**config.mk**
```make
export PLATFORM = sky130hd
export DESIGN_NAME = vertex_filter_top
export DESIGN_NICKNAME = d
export VERILOG_FILES = /design/src/logic/vjf_pkg.sv /design/src/logic/vertex_filter_top.sv /design/src/logic/vertex_job_dispatcher.sv /design/src/logic/vertex_job_filter.sv /design/src/logic/vertex_job_generator.sv /design/src/logic/fifo.sv
export VERILOG_INCLUDE_DIRS = /design/src /design/src/logic
export SDC_FILE = /design/constraint.sdc
export NUM_CORES = 1
export LEC_CHECK = 0
export ABC_AREA = 1
export CORE_ASPECT_RATIO = 1.2
export CORE_MARGIN = 2
export CORE_UTILIZATION = 35
export CTS_BUF_LIST = sky130_fd_sc_hd__clkbuf_8 sky130_fd_sc_hd__clkbuf_16
export DETAILED_ROUTE_END_ITERATION = 7
export DONT_BUFFER_PORTS = 1
export PLACE_DENSITY = 0.5
export SYNTH_ARGS = -nofsm -noshare
export SYNTH_HDL_FRONTEND = slang
export SYNTH_SLANG_ARGS = --single-unit
```
**constraint.sdc**
```tcl
create_clock -name clock -period 4.65 [get_ports clock]
set_clock_uncertainty 0.15 [all_clocks]
set_input_delay 0.93 -clock clock [delete_from_list [all_inputs] [get_ports clock]]
set_output_delay 0.93 -clock clock [all_outputs]
set_load 0.02 [all_outputs]
```
**src/logic/vjf_config.svh**
```systemverilog
// Sizing macros for the vertex job filter subsystem
// Included by the package and by every RTL file that needs a width or a depth

`ifndef VJF_CONFIG_SVH
`define VJF_CONFIG_SVH

// Attribute table
`define VJF_TABLE_DEPTH 64
`define VJF_ID_BITS 6
`define VJF_DEGREE_BITS 16
// MSB of the parent field is the frontier flag
`define VJF_PARENT_BITS 16

// Buffering and credits
`define VJF_BUFFER_DEPTH 8
`define VJF_QUEUE_DEPTH 2

// Status counters
`define VJF_COUNT_BITS 16
`define VJF_SUM_BITS 32

`endif
```
**src/logic/vjf_pkg.sv**
```systemverilog
// Shared types for the vertex job filter subsystem
// Modules refer to these by scoped name

`include "vjf_config.svh"

package vjf_pkg;

	//////////////////////////////
	// Vertex job
	//////////////////////////////

	// One vertex worth of work, 38 bits with the default widths
	typedef struct packed {
		logic [`VJF_ID_BITS-1:0]     vertex_id;
		logic [`VJF_DEGREE_BITS-1:0] inverse_out_degree;
		// Frontier flag in the MSB
		logic [`VJF_PARENT_BITS-1:0] parent;
	} vertex_job_t;

	//////////////////////////////
	// Generator FSM
	//////////////////////////////

	typedef enum logic [1:0] {
		// Waiting for the first start after reset
		SWEEP_IDLE,
		// Walking the table
		SWEEP_ISSUE,
		// Last id issued, waiting for credits
		SWEEP_DRAIN
	} sweep_state_t;

endpackage

```
**src/logic/vertex_filter_top.sv**
```systemverilog
// Top level of the vertex job filter subsystem
// Host loads the attribute table, pulses start and collects results
// done marks the end of each sweep and holds until the next start

`timescale 1ns/1ps
`include "vjf_config.svh"

module vertex_filter_top (
	input  logic                        clock,
	input  logic                        rstn,
	input  logic                        table_write,
	input  logic [`VJF_ID_BITS-1:0]     table_addr,
	input  logic [`VJF_DEGREE_BITS-1:0] table_degree,
	input  logic [`VJF_PARENT_BITS-1:0] table_parent,
	input  logic                        start,
	input  logic [`VJF_ID_BITS:0]       vertex_count,
	output logic                        result_valid,
	input  logic                        result_ready,
	output logic [`VJF_ID_BITS-1:0]     result_vertex_id,
	output logic [`VJF_DEGREE_BITS-1:0] result_degree,
	output logic [`VJF_COUNT_BITS-1:0]  filtered_count,
	output logic [`VJF_SUM_BITS-1:0]    degree_sum,
	output logic                        done
);

	// Generator to filter
	logic                 job_valid;
	vjf_pkg::vertex_job_t job;
	logic                 job_credit;

	// Filter to dispatcher
	logic                 disp_valid;
	vjf_pkg::vertex_job_t disp_job;
	logic                 disp_credit;

	logic                 sweep_quiet;

	vertex_job_generator i_vertex_job_generator (
		.clock       (clock),
		.rstn        (rstn),
		.table_write (table_write),
		.table_addr  (table_addr),
		.table_degree(table_degree),
		.table_parent(table_parent),
		.start       (start),
		.vertex_count(vertex_count),
		.job_valid   (job_valid),
		.job         (job),
		.job_credit  (job_credit),
		.sweep_quiet (sweep_quiet)
	);

	vertex_job_filter i_vertex_job_filter (
		.clock         (clock),
		.rstn          (rstn),
		.job_valid     (job_valid),
		.job           (job),
		.job_credit    (job_credit),
		.disp_valid    (disp_valid),
		.disp_job      (disp_job),
		.disp_credit   (disp_credit),
		.filtered_count(filtered_count)
	);

	vertex_job_dispatcher i_vertex_job_dispatcher (
		.clock           (clock),
		.rstn            (rstn),
		.disp_valid      (disp_valid),
		.disp_job        (disp_job),
		.disp_credit     (disp_credit),
		.sweep_quiet     (sweep_quiet),
		.result_valid    (result_valid),
		.result_ready    (result_ready),
		.result_vertex_id(result_vertex_id),
		.result_degree   (result_degree),
		.degree_sum      (degree_sum),
		.done            (done)
	);

endmodule

```
**src/logic/vertex_job_dispatcher.sv**
```systemverilog
// Vertex job dispatcher
// Small output queue in front of the result port, credit per accepted result
// Also keeps the degree sum and raises done at the end of a sweep

`timescale 1ns/1ps
`include "vjf_config.svh"

module vertex_job_dispatcher (
	input  logic                        clock,
	input  logic                        rstn,
	input  logic                        disp_valid,
	input  vjf_pkg::vertex_job_t        disp_job,
	output logic                        disp_credit,
	input  logic                        sweep_quiet,
	output logic                        result_valid,
	input  logic                        result_ready,
	output logic [`VJF_ID_BITS-1:0]     result_vertex_id,
	output logic [`VJF_DEGREE_BITS-1:0] result_degree,
	output logic [`VJF_SUM_BITS-1:0]    degree_sum,
	output logic                        done
);

	localparam int QPTR_BITS  = (`VJF_QUEUE_DEPTH > 1) ? $clog2(`VJF_QUEUE_DEPTH) : 1;
	localparam int QCNT_BITS  = $clog2(`VJF_QUEUE_DEPTH + 1);
	localparam int SUM_BITS   = `VJF_SUM_BITS;

	vjf_pkg::vertex_job_t   queue [`VJF_QUEUE_DEPTH];
	logic [QPTR_BITS-1:0]   head;
	logic [QPTR_BITS-1:0]   tail;
	logic [QCNT_BITS-1:0]   count;
	logic                   accept;

	//////////////////////////////
	// Output queue
	//////////////////////////////

	// Head is visible as soon as it is written
	assign result_valid     = count != '0;
	assign result_vertex_id = queue[head].vertex_id;
	assign result_degree    = queue[head].inverse_out_degree;
	assign accept           = result_valid && result_ready;

	always_ff @(posedge clock) begin
		if (disp_valid) begin
			queue[tail] <= disp_job;
		end
	end

	always_ff @(posedge clock or negedge rstn) begin
		if (!rstn) begin
			head        <= '0;
			tail        <= '0;
			count       <= '0;
			disp_credit <= 1'b0;
			degree_sum  <= '0;
			done        <= 1'b0;
		end else begin
			// Filter credits make an enqueue into a full queue impossible
			if (disp_valid) begin
				tail <= (tail == QPTR_BITS'(`VJF_QUEUE_DEPTH - 1)) ? '0 : tail + 1'b1;
			end
			if (accept) begin
				head       <= (head == QPTR_BITS'(`VJF_QUEUE_DEPTH - 1)) ? '0 : head + 1'b1;
				degree_sum <= degree_sum + SUM_BITS'(result_degree);
			end
			count       <= count + QCNT_BITS'(disp_valid) - QCNT_BITS'(accept);
			disp_credit <= accept;
			// Falling quiet means a new sweep began
			if (!sweep_quiet) begin
				done <= 1'b0;
			end else if ((count == '0) && !disp_valid) begin
				done <= 1'b1;
			end
		end
	end

endmodule

```
**src/logic/vertex_job_filter.sv**
```systemverilog
// Vertex job filter
// Latches each job from the generator and pushes, counts or drops it
// Pushed jobs wait in a FIFO until the dispatcher grants a credit
// Returns one generator credit per dropped job and per pop

`timescale 1ns/1ps
`include "vjf_config.svh"

module vertex_job_filter (
	input  logic                       clock,
	input  logic                       rstn,
	input  logic                       job_valid,
	input  vjf_pkg::vertex_job_t       job,
	output logic                       job_credit,
	output logic                       disp_valid,
	output vjf_pkg::vertex_job_t       disp_job,
	input  logic                       disp_credit,
	output logic [`VJF_COUNT_BITS-1:0] filtered_count
);

	localparam int JOB_BITS   = $bits(vjf_pkg::vertex_job_t);
	localparam int QCRED_BITS = $clog2(`VJF_QUEUE_DEPTH + 1);
	// Room for a full FIFO worth of credits plus two in one cycle
	localparam int OWE_BITS   = $clog2(`VJF_BUFFER_DEPTH + 1) + 1;

	logic                 in_valid;
	vjf_pkg::vertex_job_t in_job;

	logic frontier;
	logic has_degree;
	logic push;
	logic filter_out;
	logic not_pushed;
	logic pop;
	logic full;
	logic empty;

	logic [QCRED_BITS-1:0] disp_credits;
	logic [OWE_BITS-1:0]   owed;
	logic [OWE_BITS-1:0]   owed_total;

	//////////////////////////////
	// Input latch
	//////////////////////////////

	always_ff @(posedge clock or negedge rstn) begin
		if (!rstn) begin
			in_valid <= 1'b0;
		end else begin
			in_valid <= job_valid;
		end
	end

	always_ff @(posedge clock) begin
		in_job <= job;
	end

	//////////////////////////////
	// Filter rule
	//////////////////////////////

	assign frontier   = in_job.parent[`VJF_PARENT_BITS-1];
	assign has_degree = |in_job.inverse_out_degree;
	// Work to do: nonzero degree on the frontier
	assign push       = in_valid && has_degree && frontier;
	// Nothing to do at all: counted
	assign filter_out = in_valid && !has_degree && !frontier;
	// Filtered or plain discard
	assign not_pushed = in_valid && !push;

	always_ff @(posedge clock or negedge rstn) begin
		if (!rstn) begin
			filtered_count <= '0;
		end else if (filter_out) begin
			filtered_count <= filtered_count + 1'b1;
		end
	end

	//////////////////////////////
	// Job buffer
	//////////////////////////////

	// Generator credits keep push away from a full FIFO
	fifo #(
		.WIDTH(JOB_BITS),
		.DEPTH(`VJF_BUFFER_DEPTH)
	) i_job_buffer (
		.clock   (clock),
		.rstn    (rstn),
		.push    (push),
		.data_in (in_job),
		.full    (full),
		.pop     (pop),
		.data_out(disp_job),
		.empty   (empty)
	);

	//////////////////////////////
	// Dispatch side
	//////////////////////////////

	assign pop = !empty && (disp_credits != '0);

	always_ff @(posedge clock or negedge rstn) begin
		if (!rstn) begin
			disp_credits <= QCRED_BITS'(`VJF_QUEUE_DEPTH);
			disp_valid   <= 1'b0;
		end else begin
			disp_credits <= disp_credits - QCRED_BITS'(pop) + QCRED_BITS'(disp_credit);
			// FIFO output is registered on the same edge
			disp_valid   <= pop;
		end
	end

	//////////////////////////////
	// Generator credit return
	//////////////////////////////

	// A drop and a pop can land together, so credits queue up
	// and leave one pulse per cycle
	assign owed_total = owed + OWE_BITS'(not_pushed) + OWE_BITS'(pop);

	always_ff @(posedge clock or negedge rstn) begin
		if (!rstn) begin
			owed       <= '0;
			job_credit <= 1'b0;
		end else begin
			job_credit <= owed_total != '0;
			owed       <= owed_total - OWE_BITS'(owed_total != '0);
		end
	end

endmodule

```
**src/logic/vertex_job_generator.sv**
```systemverilog
// Vertex job generator
// Holds the host-loaded attribute table and sweeps ids 0 to vertex_count-1
// One job per cycle while credits from the filter FIFO remain

`timescale 1ns/1ps
`include "vjf_config.svh"

module vertex_job_generator (
	input  logic                        clock,
	input  logic                        rstn,
	input  logic                        table_write,
	input  logic [`VJF_ID_BITS-1:0]     table_addr,
	input  logic [`VJF_DEGREE_BITS-1:0] table_degree,
	input  logic [`VJF_PARENT_BITS-1:0] table_parent,
	input  logic                        start,
	input  logic [`VJF_ID_BITS:0]       vertex_count,
	output logic                        job_valid,
	output vjf_pkg::vertex_job_t        job,
	input  logic                        job_credit,
	output logic                        sweep_quiet
);

	localparam int CREDIT_BITS = $clog2(`VJF_BUFFER_DEPTH + 1);

	// Attribute table, payload only
	logic [`VJF_DEGREE_BITS-1:0] degree_mem [`VJF_TABLE_DEPTH];
	logic [`VJF_PARENT_BITS-1:0] parent_mem [`VJF_TABLE_DEPTH];

	vjf_pkg::sweep_state_t  state;
	logic [`VJF_ID_BITS:0]  next_id;
	logic [CREDIT_BITS-1:0] credits;
	logic                   issue;
	logic                   last_id;
	logic                   credits_full;

	//////////////////////////////
	// Table load
	//////////////////////////////

	always_ff @(posedge clock) begin
		if (table_write) begin
			degree_mem[table_addr] <= table_degree;
			parent_mem[table_addr] <= table_parent;
		end
	end

	//////////////////////////////
	// Job issue
	//////////////////////////////

	assign issue        = (state == vjf_pkg::SWEEP_ISSUE) && (credits != '0);
	assign last_id      = (next_id + 1'b1) == vertex_count;
	assign credits_full = credits == CREDIT_BITS'(`VJF_BUFFER_DEPTH);
	assign job_valid    = issue;

	// Table read straight off the current id
	always_comb begin
		job.vertex_id          = next_id[`VJF_ID_BITS-1:0];
		job.inverse_out_degree = degree_mem[next_id[`VJF_ID_BITS-1:0]];
		job.parent             = parent_mem[next_id[`VJF_ID_BITS-1:0]];
	end

	// One credit out per issued job, one back per filter pulse
	always_ff @(posedge clock or negedge rstn) begin
		if (!rstn) begin
			credits <= CREDIT_BITS'(`VJF_BUFFER_DEPTH);
		end else begin
			credits <= credits - CREDIT_BITS'(issue) + CREDIT_BITS'(job_credit);
		end
	end

	//////////////////////////////
	// Sweep FSM
	//////////////////////////////

	always_ff @(posedge clock or negedge rstn) begin
		if (!rstn) begin
			state   <= vjf_pkg::SWEEP_IDLE;
			next_id <= '0;
		end else begin
			case (state)
				vjf_pkg::SWEEP_IDLE, vjf_pkg::SWEEP_DRAIN: begin
					if (start) begin
						next_id <= '0;
						// Empty sweep skips straight to drain
						state   <= (vertex_count == '0) ? vjf_pkg::SWEEP_DRAIN
						                                : vjf_pkg::SWEEP_ISSUE;
					end
				end
				vjf_pkg::SWEEP_ISSUE: begin
					if (issue) begin
						next_id <= next_id + 1'b1;
						if (last_id) begin
							state <= vjf_pkg::SWEEP_DRAIN;
						end
					end
				end
				default: state <= vjf_pkg::SWEEP_IDLE;
			endcase
		end
	end

	// Quiet once drained and every credit is home
	// Drops for at least one cycle on a new start
	always_ff @(posedge clock or negedge rstn) begin
		if (!rstn) begin
			sweep_quiet <= 1'b0;
		end else begin
			sweep_quiet <= (state == vjf_pkg::SWEEP_DRAIN) && credits_full && !start;
		end
	end

endmodule

```
**src/logic/fifo.sv**
```systemverilog
// Synchronous FIFO with a registered read port
// data_out updates on the edge that pops, push is dropped when full

`timescale 1ns/1ps

module fifo #(
	parameter int WIDTH = 38,
	parameter int DEPTH = 8
) (
	input  logic             clock,
	input  logic             rstn,
	input  logic             push,
	input  logic [WIDTH-1:0] data_in,
	output logic             full,
	input  logic             pop,
	output logic [WIDTH-1:0] data_out,
	output logic             empty
);

	localparam int PTR_BITS   = (DEPTH > 1) ? $clog2(DEPTH) : 1;
	localparam int COUNT_BITS = $clog2(DEPTH + 1);

	logic [WIDTH-1:0]      mem [DEPTH];
	logic [PTR_BITS-1:0]   wr_ptr;
	logic [PTR_BITS-1:0]   rd_ptr;
	logic [COUNT_BITS-1:0] count;
	logic                  do_push;
	logic                  do_pop;

	assign full    = count == COUNT_BITS'(DEPTH);
	assign empty   = count == '0;
	assign do_push = push && !full;
	assign do_pop  = pop && !empty;

	// Pointers wrap at DEPTH so any depth works
	always_ff @(posedge clock or negedge rstn) begin
		if (!rstn) begin
			wr_ptr <= '0;
			rd_ptr <= '0;
			count  <= '0;
		end else begin
			if (do_push) begin
				wr_ptr <= (wr_ptr == PTR_BITS'(DEPTH - 1)) ? '0 : wr_ptr + 1'b1;
			end
			if (do_pop) begin
				rd_ptr <= (rd_ptr == PTR_BITS'(DEPTH - 1)) ? '0 : rd_ptr + 1'b1;
			end
			count <= count + COUNT_BITS'(do_push) - COUNT_BITS'(do_pop);
		end
	end

	// Storage and read register
	always_ff @(posedge clock) begin
		if (do_push) begin
			mem[wr_ptr] <= data_in;
		end
		if (do_pop) begin
			data_out <= mem[rd_ptr];
		end
	end

endmodule

```
== Word-level counts from Yosys, hierarchy flattened ==
Memory sizes are Yosys's and may differ from the RTL's. A register that Yosys moved wholly into a read port is not among the register bits.
Index checks and enable logic that the tools add are counted.

* Bits in writable memories: 2428
* Bits in registers: 94
* Word-level logic and storage cells: 106
* Memories: 4

* Equal/unequal tests: 11
* Add/sub/neg operators: 18
* Reduce and logical (&&, ||, !) cells: 33
* Mux-type cells: 20

{| class="wikitable"
|+ Memories
! name !! words !! bits a word !! rd ports !! clocked after Yosys merged registers in !! write ports !! line !! text
|-
| i_vertex_job_generator.degree_mem || 64 || 16 || 1 || 1 || 1 || vertex_job_generator.sv:26 || <nowiki>logic [`VJF_DEGREE_BITS-1:0] degree_mem [`VJF_TABLE_DEPTH];</nowiki>
|-
| i_vertex_job_generator.parent_mem || 64 || 16 || 1 || 1 || 1 || vertex_job_generator.sv:27 || <nowiki>logic [`VJF_PARENT_BITS-1:0] parent_mem [`VJF_TABLE_DEPTH];</nowiki>
|-
| i_vertex_job_filter.i_job_buffer.mem || 8 || 38 || 1 || 1 || 1 || fifo.sv:23 || <nowiki>logic [WIDTH-1:0] mem [DEPTH];</nowiki>
|-
| i_vertex_job_dispatcher.queue || 2 || 38 || 1 || 0 || 1 || vertex_job_dispatcher.sv:27 || <nowiki>vjf_pkg::vertex_job_t queue [`VJF_QUEUE_DEPTH];</nowiki>
|}

{| class="wikitable"
|+ Operators with widths
! operator !! count
|-
| $add 32x16->32 || 1
|-
| $add 16x1->16 const B || 1
|-
| $reduce_or 16->1 || 1
|-
| $mux 7 || 2
|-
| $pmux 7 s2 || 1
|-
| $logic_and 1x1->1 || 13
|-
| $add 5x1->5 || 2
|-
| $mux 1 || 10
|-
| $add 4x1->4 || 2
|-
| $eq 4x4->1 const B || 2
|-
| $mux 2 || 4
|-
| $sub 4x1->4 || 2
|-
| $add 7x1->7 const B || 1
|-
| $eq 7x7->1 || 1
|-
| $logic_not 1->1 || 7
|-
| $logic_not 7->1 || 1
|-
| $add 3x1->3 const B || 2
|-
| $eq 3x3->1 const B || 2
|-
| $mux 3 || 2
|-
| $ne 2x1->1 const B || 3
|-
| $reduce_and 3->1 || 2
|-
| $reduce_bool 2->1 || 3
|-
| $reduce_bool 5->1 || 1
|-
| $sub 5x1->5 || 1
|-
| other kinds (11) || 15
|}

== Longest topological paths before layout ==
* Depth in word-level cells: 9
* Gate-level depth with buffers: 18
* Gate-level depth less buffers: 18

== Hierarchy ==
Synthesis repeated with hierarchy kept, for this count alone.

* Cell total of the unflattened synthesis: 8804
* Area total of the unflattened synthesis: 104487.7 µm²

{| class="wikitable"
|+ By module, submodules not included
! module !! times used !! area each (µm²) !! cells each !! seq. area each (µm²)
|-
| vertex_job_generator || 1 || 82520.4 || 6535 || 61850.6
|-
| fifo || 1 || 14978.1 || 1428 || 10520.1
|-
| vertex_job_dispatcher || 1 || 4668.2 || 598 || 2272.2
|-
| vertex_job_filter || 1 || 2321.0 || 243 || 1412.6
|}

== Worst setup path after synthesis ==
No wires, ideal clock.

* Path type: reg-to-reg
* Start: register i_vertex_job_filter.i_job_buffer.count[2]
* End: register i_vertex_job_filter.owed[4]
* Data arrival time: 3.255 ns
* Library setup time: 0.123 ns
* Period minus slack after synthesis: 3.528 ns
* Stages on the path, launching flop included: 18
* Slack: 1.122 ns
* Cell sequence: dfrtp_1 -> inv_1 -> ha_1 -> nand3_1 -> o21a_1 -> inv_1 -> fa_1 -> inv_1 -> ha_1 -> inv_1 -> or2_2 -> nand2_1 -> nor2_1 -> nand4_1 -> ha_1 -> ha_1 -> nand3_1 -> xor2_1

* Word-level cells in the longest chain between the ends: 6

{| class="wikitable"
|+ Ends and longest elaborated chain
! what !! line !! text
|-
| start, declared || fifo.sv:26 || <nowiki>logic [COUNT_BITS-1:0] count;</nowiki>
|-
| start signal, assigned || fifo.sv:48 || <nowiki>count <= count + COUNT_BITS'(do_push) - COUNT_BITS'(do_pop);</nowiki>
|-
| $logic_not 4->1 * || fifo.sv:31 || <nowiki>assign empty = count == '0;</nowiki>
|-
| $logic_not 1->1 * || vertex_job_filter.sv:102 || <nowiki>assign pop = !empty && (disp_credits != '0);</nowiki>
|-
| $logic_and 1x1->1 * || vertex_job_filter.sv:102 ||
|-
| $add 5x1->5 * || vertex_job_filter.sv:121 || <nowiki>assign owed_total = owed + OWE_BITS'(not_pushed) + OWE_BITS'(pop);</nowiki>
|-
| $reduce_bool 5->1 || vertex_job_filter.sv:129 || <nowiki>owed <= owed_total - OWE_BITS'(owed_total != '0);</nowiki>
|-
| $sub 5x1->5 * || vertex_job_filter.sv:129 ||
|-
| end signal, assigned || vertex_job_filter.sv:129 ||
|-
| end, declared || vertex_job_filter.sv:39 || <nowiki>logic [OWE_BITS-1:0] owed;</nowiki>
|}

Every way passes the cells marked *; elsewhere a longest branch is shown, timed or not.
A chain may end at the register's enable or synchronous reset.

==> results.yml <==
global_routing:
  grt_pass1_wl_um: 242000
  overflow: 0
  grt_max_degree: 180
  grt_antenna_before_repair: 6
  grt_pass1_vias: 35918
  grt_usage_pct: 18.8
floorplanning:
  fp.dieH_um: 456
  io_pins: 122
  die_w_um: 380
  start_util_pct: 35.3
  core_um2: 169000
  rows: 165
  die_area_um2: 173000
sta:
  fin_crit_ps: 3380
  period_share_pct: 72.8
  setup_tns_ps: 0
  fmax_ghz: 0.296
  slew-limit-headroom_pct: 7.84
  grt_setup_unrepaired: "false"
  setup_viol: 0
  final-hold-violation-count: 0
  max_slew.worst_pin.slew_ps: 1380
  report.final.slew_viol_count: 0
worst_setup_path:
  cp.depth: 8
  slowest_delay_ps: 620
  reg2reg_slack_ps: 1270
  cp-start-kind: "register"
  cp.arrival_ps: 3950
  slowest_stage: "dfrtp_4"
  cp_num_buf_inv: 2
  crit_family: "buffers and inverters"
  reg2regPathDepth: 8
  r2r-end: "i_vertex_job_filter.in_job[27]"
  path_class: "reg -> reg"
  crit_fanout: 179
  worstSetupStartpoint: "i_vertex_job_generator.next_id[0]"
  worstPathRequired_ps: 5220
  cp-end-kind: "register"
  path_cells: "inv_16 > buf_4 > nor2_1 > o211ai_1 > nand3_1 > nand2_1 > nand3_1 > nand2_1"
  crit_end: "i_vertex_job_filter.in_job[27]"
  r2r-start: "i_vertex_job_generator.next_id[0]"
clocking:
  cts_tree: "done"
  cts_made_buffers: 152
  root_buffer: "clkbuf_16"
  clkTransAtPathRegs_ps: 60
  cts.sinks: 1441
  clockBufferDepth: 3
  clk_latency_ps: 820
  htree_levels: 4
  post-cts-setup-buffers: 0
layout:
  fin_nets: 5197
  final_cell_area_um2: 67000
  syn_to_final_growth_pct: 12.6
  fin_util_pct: 39.7
  drive_above_1_share_pct: 8.46
  nFillCells: 16099
logic_synthesis:
  synth-edff-count: 1330
  synth_area_um2: 59500
  yosysWarnings: 0
  syn_avg_cell_area_um2: 11.7
  synth-seq-cells: 1441
  synth_nets: 5171
  synth_cell_type_count: 38
  synthFlopType: "edfxtp_1"
  async_flop_share_pct: 6.11
  netlist_instances: 5076
  yosysSeqAreaShare_pct: 71.6
power_and_ir_drop:
  p_leak_nw: 23.7
  total_power_mw: 28.0
  power.internal_mw: 21.1
  switching_share_pct: 24.5
  clkPwrFrac_pct: 41.0
  power_density_nw_per_um2: 418
  netSwitchingPower_mw: 6.87
  combPwrFrac_pct: 6.8
  seqPwrFrac_pct: 52.2
  vdd_drop_max_uv: 337
route:
  wl_um: 165000
  drt_iter0_drc: 3304
  drc: 0
  drtPass1Iterations: 5
  vias: 37495
  postRouteAntennaNets: 0
  via_per_inst: 5.01
  wire_per_inst_um: 22.1
placement:
  portBuffers: 0
  place_hpwl_um: 93700
  dpl_cell_area_um2: 62200
  gp_congestion: 0.872
worst_hold_path:
  hp-class: "in -> reg"
flow_run:
  drv_cap: 0
status:
  status: "completed"
## flip-flops by register name (all words and copies together) (netlist names), 3 cells and up
register                                   count
i_vertex_job_generator.degree_mem           1024
i_vertex_job_generator.parent_mem             64
i_vertex_job_generator.next_id                 7
i_vertex_job_dispatcher.degree_sum            32
i_vertex_job_dispatcher.queue                 44
i_vertex_job_filter.filtered_count            16
i_vertex_job_filter.owed                       5
i_vertex_job_filter.i_job_buffer.count         4
i_vertex_job_filter.i_job_buffer.data_out     22
i_vertex_job_generator.credits                 4
i_vertex_job_filter.i_job_buffer.wr_ptr        3
i_vertex_job_filter.i_job_buffer.rd_ptr        3
i_vertex_job_filter.i_job_buffer.mem         176
i_vertex_job_filter.in_job                    22
## worst register-to-register path, delay by kind of cell (launching register included)
family | cells | cell delay, ps
flops | 1 | 620
compound gates | 1 | 250
buf+inv | 2 | 1490
simple gates | 5 | 820
## Yosys cell counts, drive strengths merged (11+ instances only)
cell / instances / area share (%)
a21oi: 83 / 0.70
a31oi: 23 / 0.24
buf: 121 / 1.4
clkbuf: 149 / 0.94
dfrtp: 86 / 3.6
dfxtp: 23 / 0.77
edfxtp: 1330 / 67
ha: 41 / 0.86
inv: 195 / 1.2
nand2: 698 / 4.4
nand3: 189 / 1.6
nand4: 20 / 0.21
nor2: 1236 / 7.8
o211ai: 165 / 2.5
o21ai: 614 / 5.2
o22ai: 27 / 0.28
xnor2: 26 / 0.38
xor2: 11 / 0.16
## worst min-delay path by stage
stage	end	cells after the start	start	slack [ps]
final	i_vertex_job_generator.degree_mem[13][2]	0	table_degree[2]	60
after CTS	i_vertex_job_generator.degree_mem[13][2]	0	table_degree[2]	2
after detailed placement	i_vertex_job_dispatcher.queue[0][28]	0	i_vertex_job_filter.i_job_buffer.data_out[28]	290
after global routing	i_vertex_job_generator.degree_mem[13][2]	0	table_degree[2]	10
after floorplan	i_vertex_job_filter.in_job[34]	0	i_vertex_job_generator.next_id[2]	190
after global placement	i_vertex_job_dispatcher.queue[0][27]	0	i_vertex_job_filter.i_job_buffer.data_out[27]	280
## repair_timing
action | in CTS | in global routing
resized for setup | 0 | 0
setup endpoints to repair | 0 | 0
endpoints found under the hold margin | 88 | 0
hold buffers | 2 | 0
## per-stage QoR
step / setup WS (ps) / hold WS, ps / instances
floorplan: 1120 / 192 / 5076
global placement: 1280 / 278 / 7200
detailed placement: 1350 / 285 / 7200
CTS: 1300 / 2.15 / 7481
global route: 1140 / 14.2 / 7482
finish: 1270 / 65.0 / 7485
## per-layer routing
layer | track usage, % | share of wire (%) | vias up
met5 | 0 | 0 | -
met4 | 6.20 | 2.8 | 0
met3 | 2.90 | 5.0 | 217
met2 | 32.1 | 50 | 884
met1 | 24.3 | 42 | 18601
li1 | - | - | 17793
## area by class of cell
type,count,area [µm²],area share [%]
antenna,4,10.0,0.0149
clock buffer,158,3890,5.80
clock inverter,121,830,1.24
inverter,198,767,1.15
multi-input combinational,3167,14800,22.1
sequential,1441,42600,63.6
tap,2254,2820,4.21
timing repair buffer,142,1210,1.81
## kinds of logic (layout without fill, tap and decap cells)
kind of cell / count (synthesis) / in the layout / synth area share [%]
AND/OR/NAND/NOR: 2169 / 2169 / 14.3
flip-flops: 1441 / 1441 / 71.6
AO/OA/AOI/OAI: 916 / 916 / 8.91
buffers and inverters: 468 / 619 / 3.62
adder cells (fa/ha/maj): 45 / 45 / 0.997
XOR/XNOR: 37 / 37 / 0.545
other: 0 / 4 / 0
## power by group through the flow
stage	combinational, mW	sequential [mW]	clock (mW)
final	1.92	14.6	11.5
after global routing	2.18	14.6	12.2
after CTS	1.94	14.6	11.7
after detailed placement	1.91	14.9	0
after global placement	1.90	14.9	0
after floorplan	1.40	14.8	0
## layout by cell type (no fill, tap or decap), drive strengths merged
cell type | synthesis | layout
o22ai | 27 | 27
bufinv | 0 | 2
edfxtp | 1330 | 1330
a21oi | 83 | 83
nor4 | 3 | 3
fa | 4 | 4
inv | 195 | 251
xnor2 | 26 | 26
diode | 0 | 4
nand3 | 189 | 189
o21ai | 614 | 614
clkbuf | 149 | 158
clkinvlp | 0 | 2
buf | 121 | 141
nand4 | 20 | 20
nor3b | 1 | 1
xor2 | 11 | 11
nand2 | 698 | 698
or2 | 6 | 6
o211ai | 165 | 165
o21a | 2 | 2
o21bai | 2 | 2
nor2 | 1236 | 1236
dlygate4sd3 | 0 | 1
and2 | 1 | 1
nand3b | 8 | 8
ha | 41 | 41
clkinv | 3 | 64
a31oi | 23 | 23
dfstp | 2 | 2
dfrtp | 86 | 86
dfxtp | 23 | 23
nor3 | 7 | 7
Power figures use the tool's default switching activity.
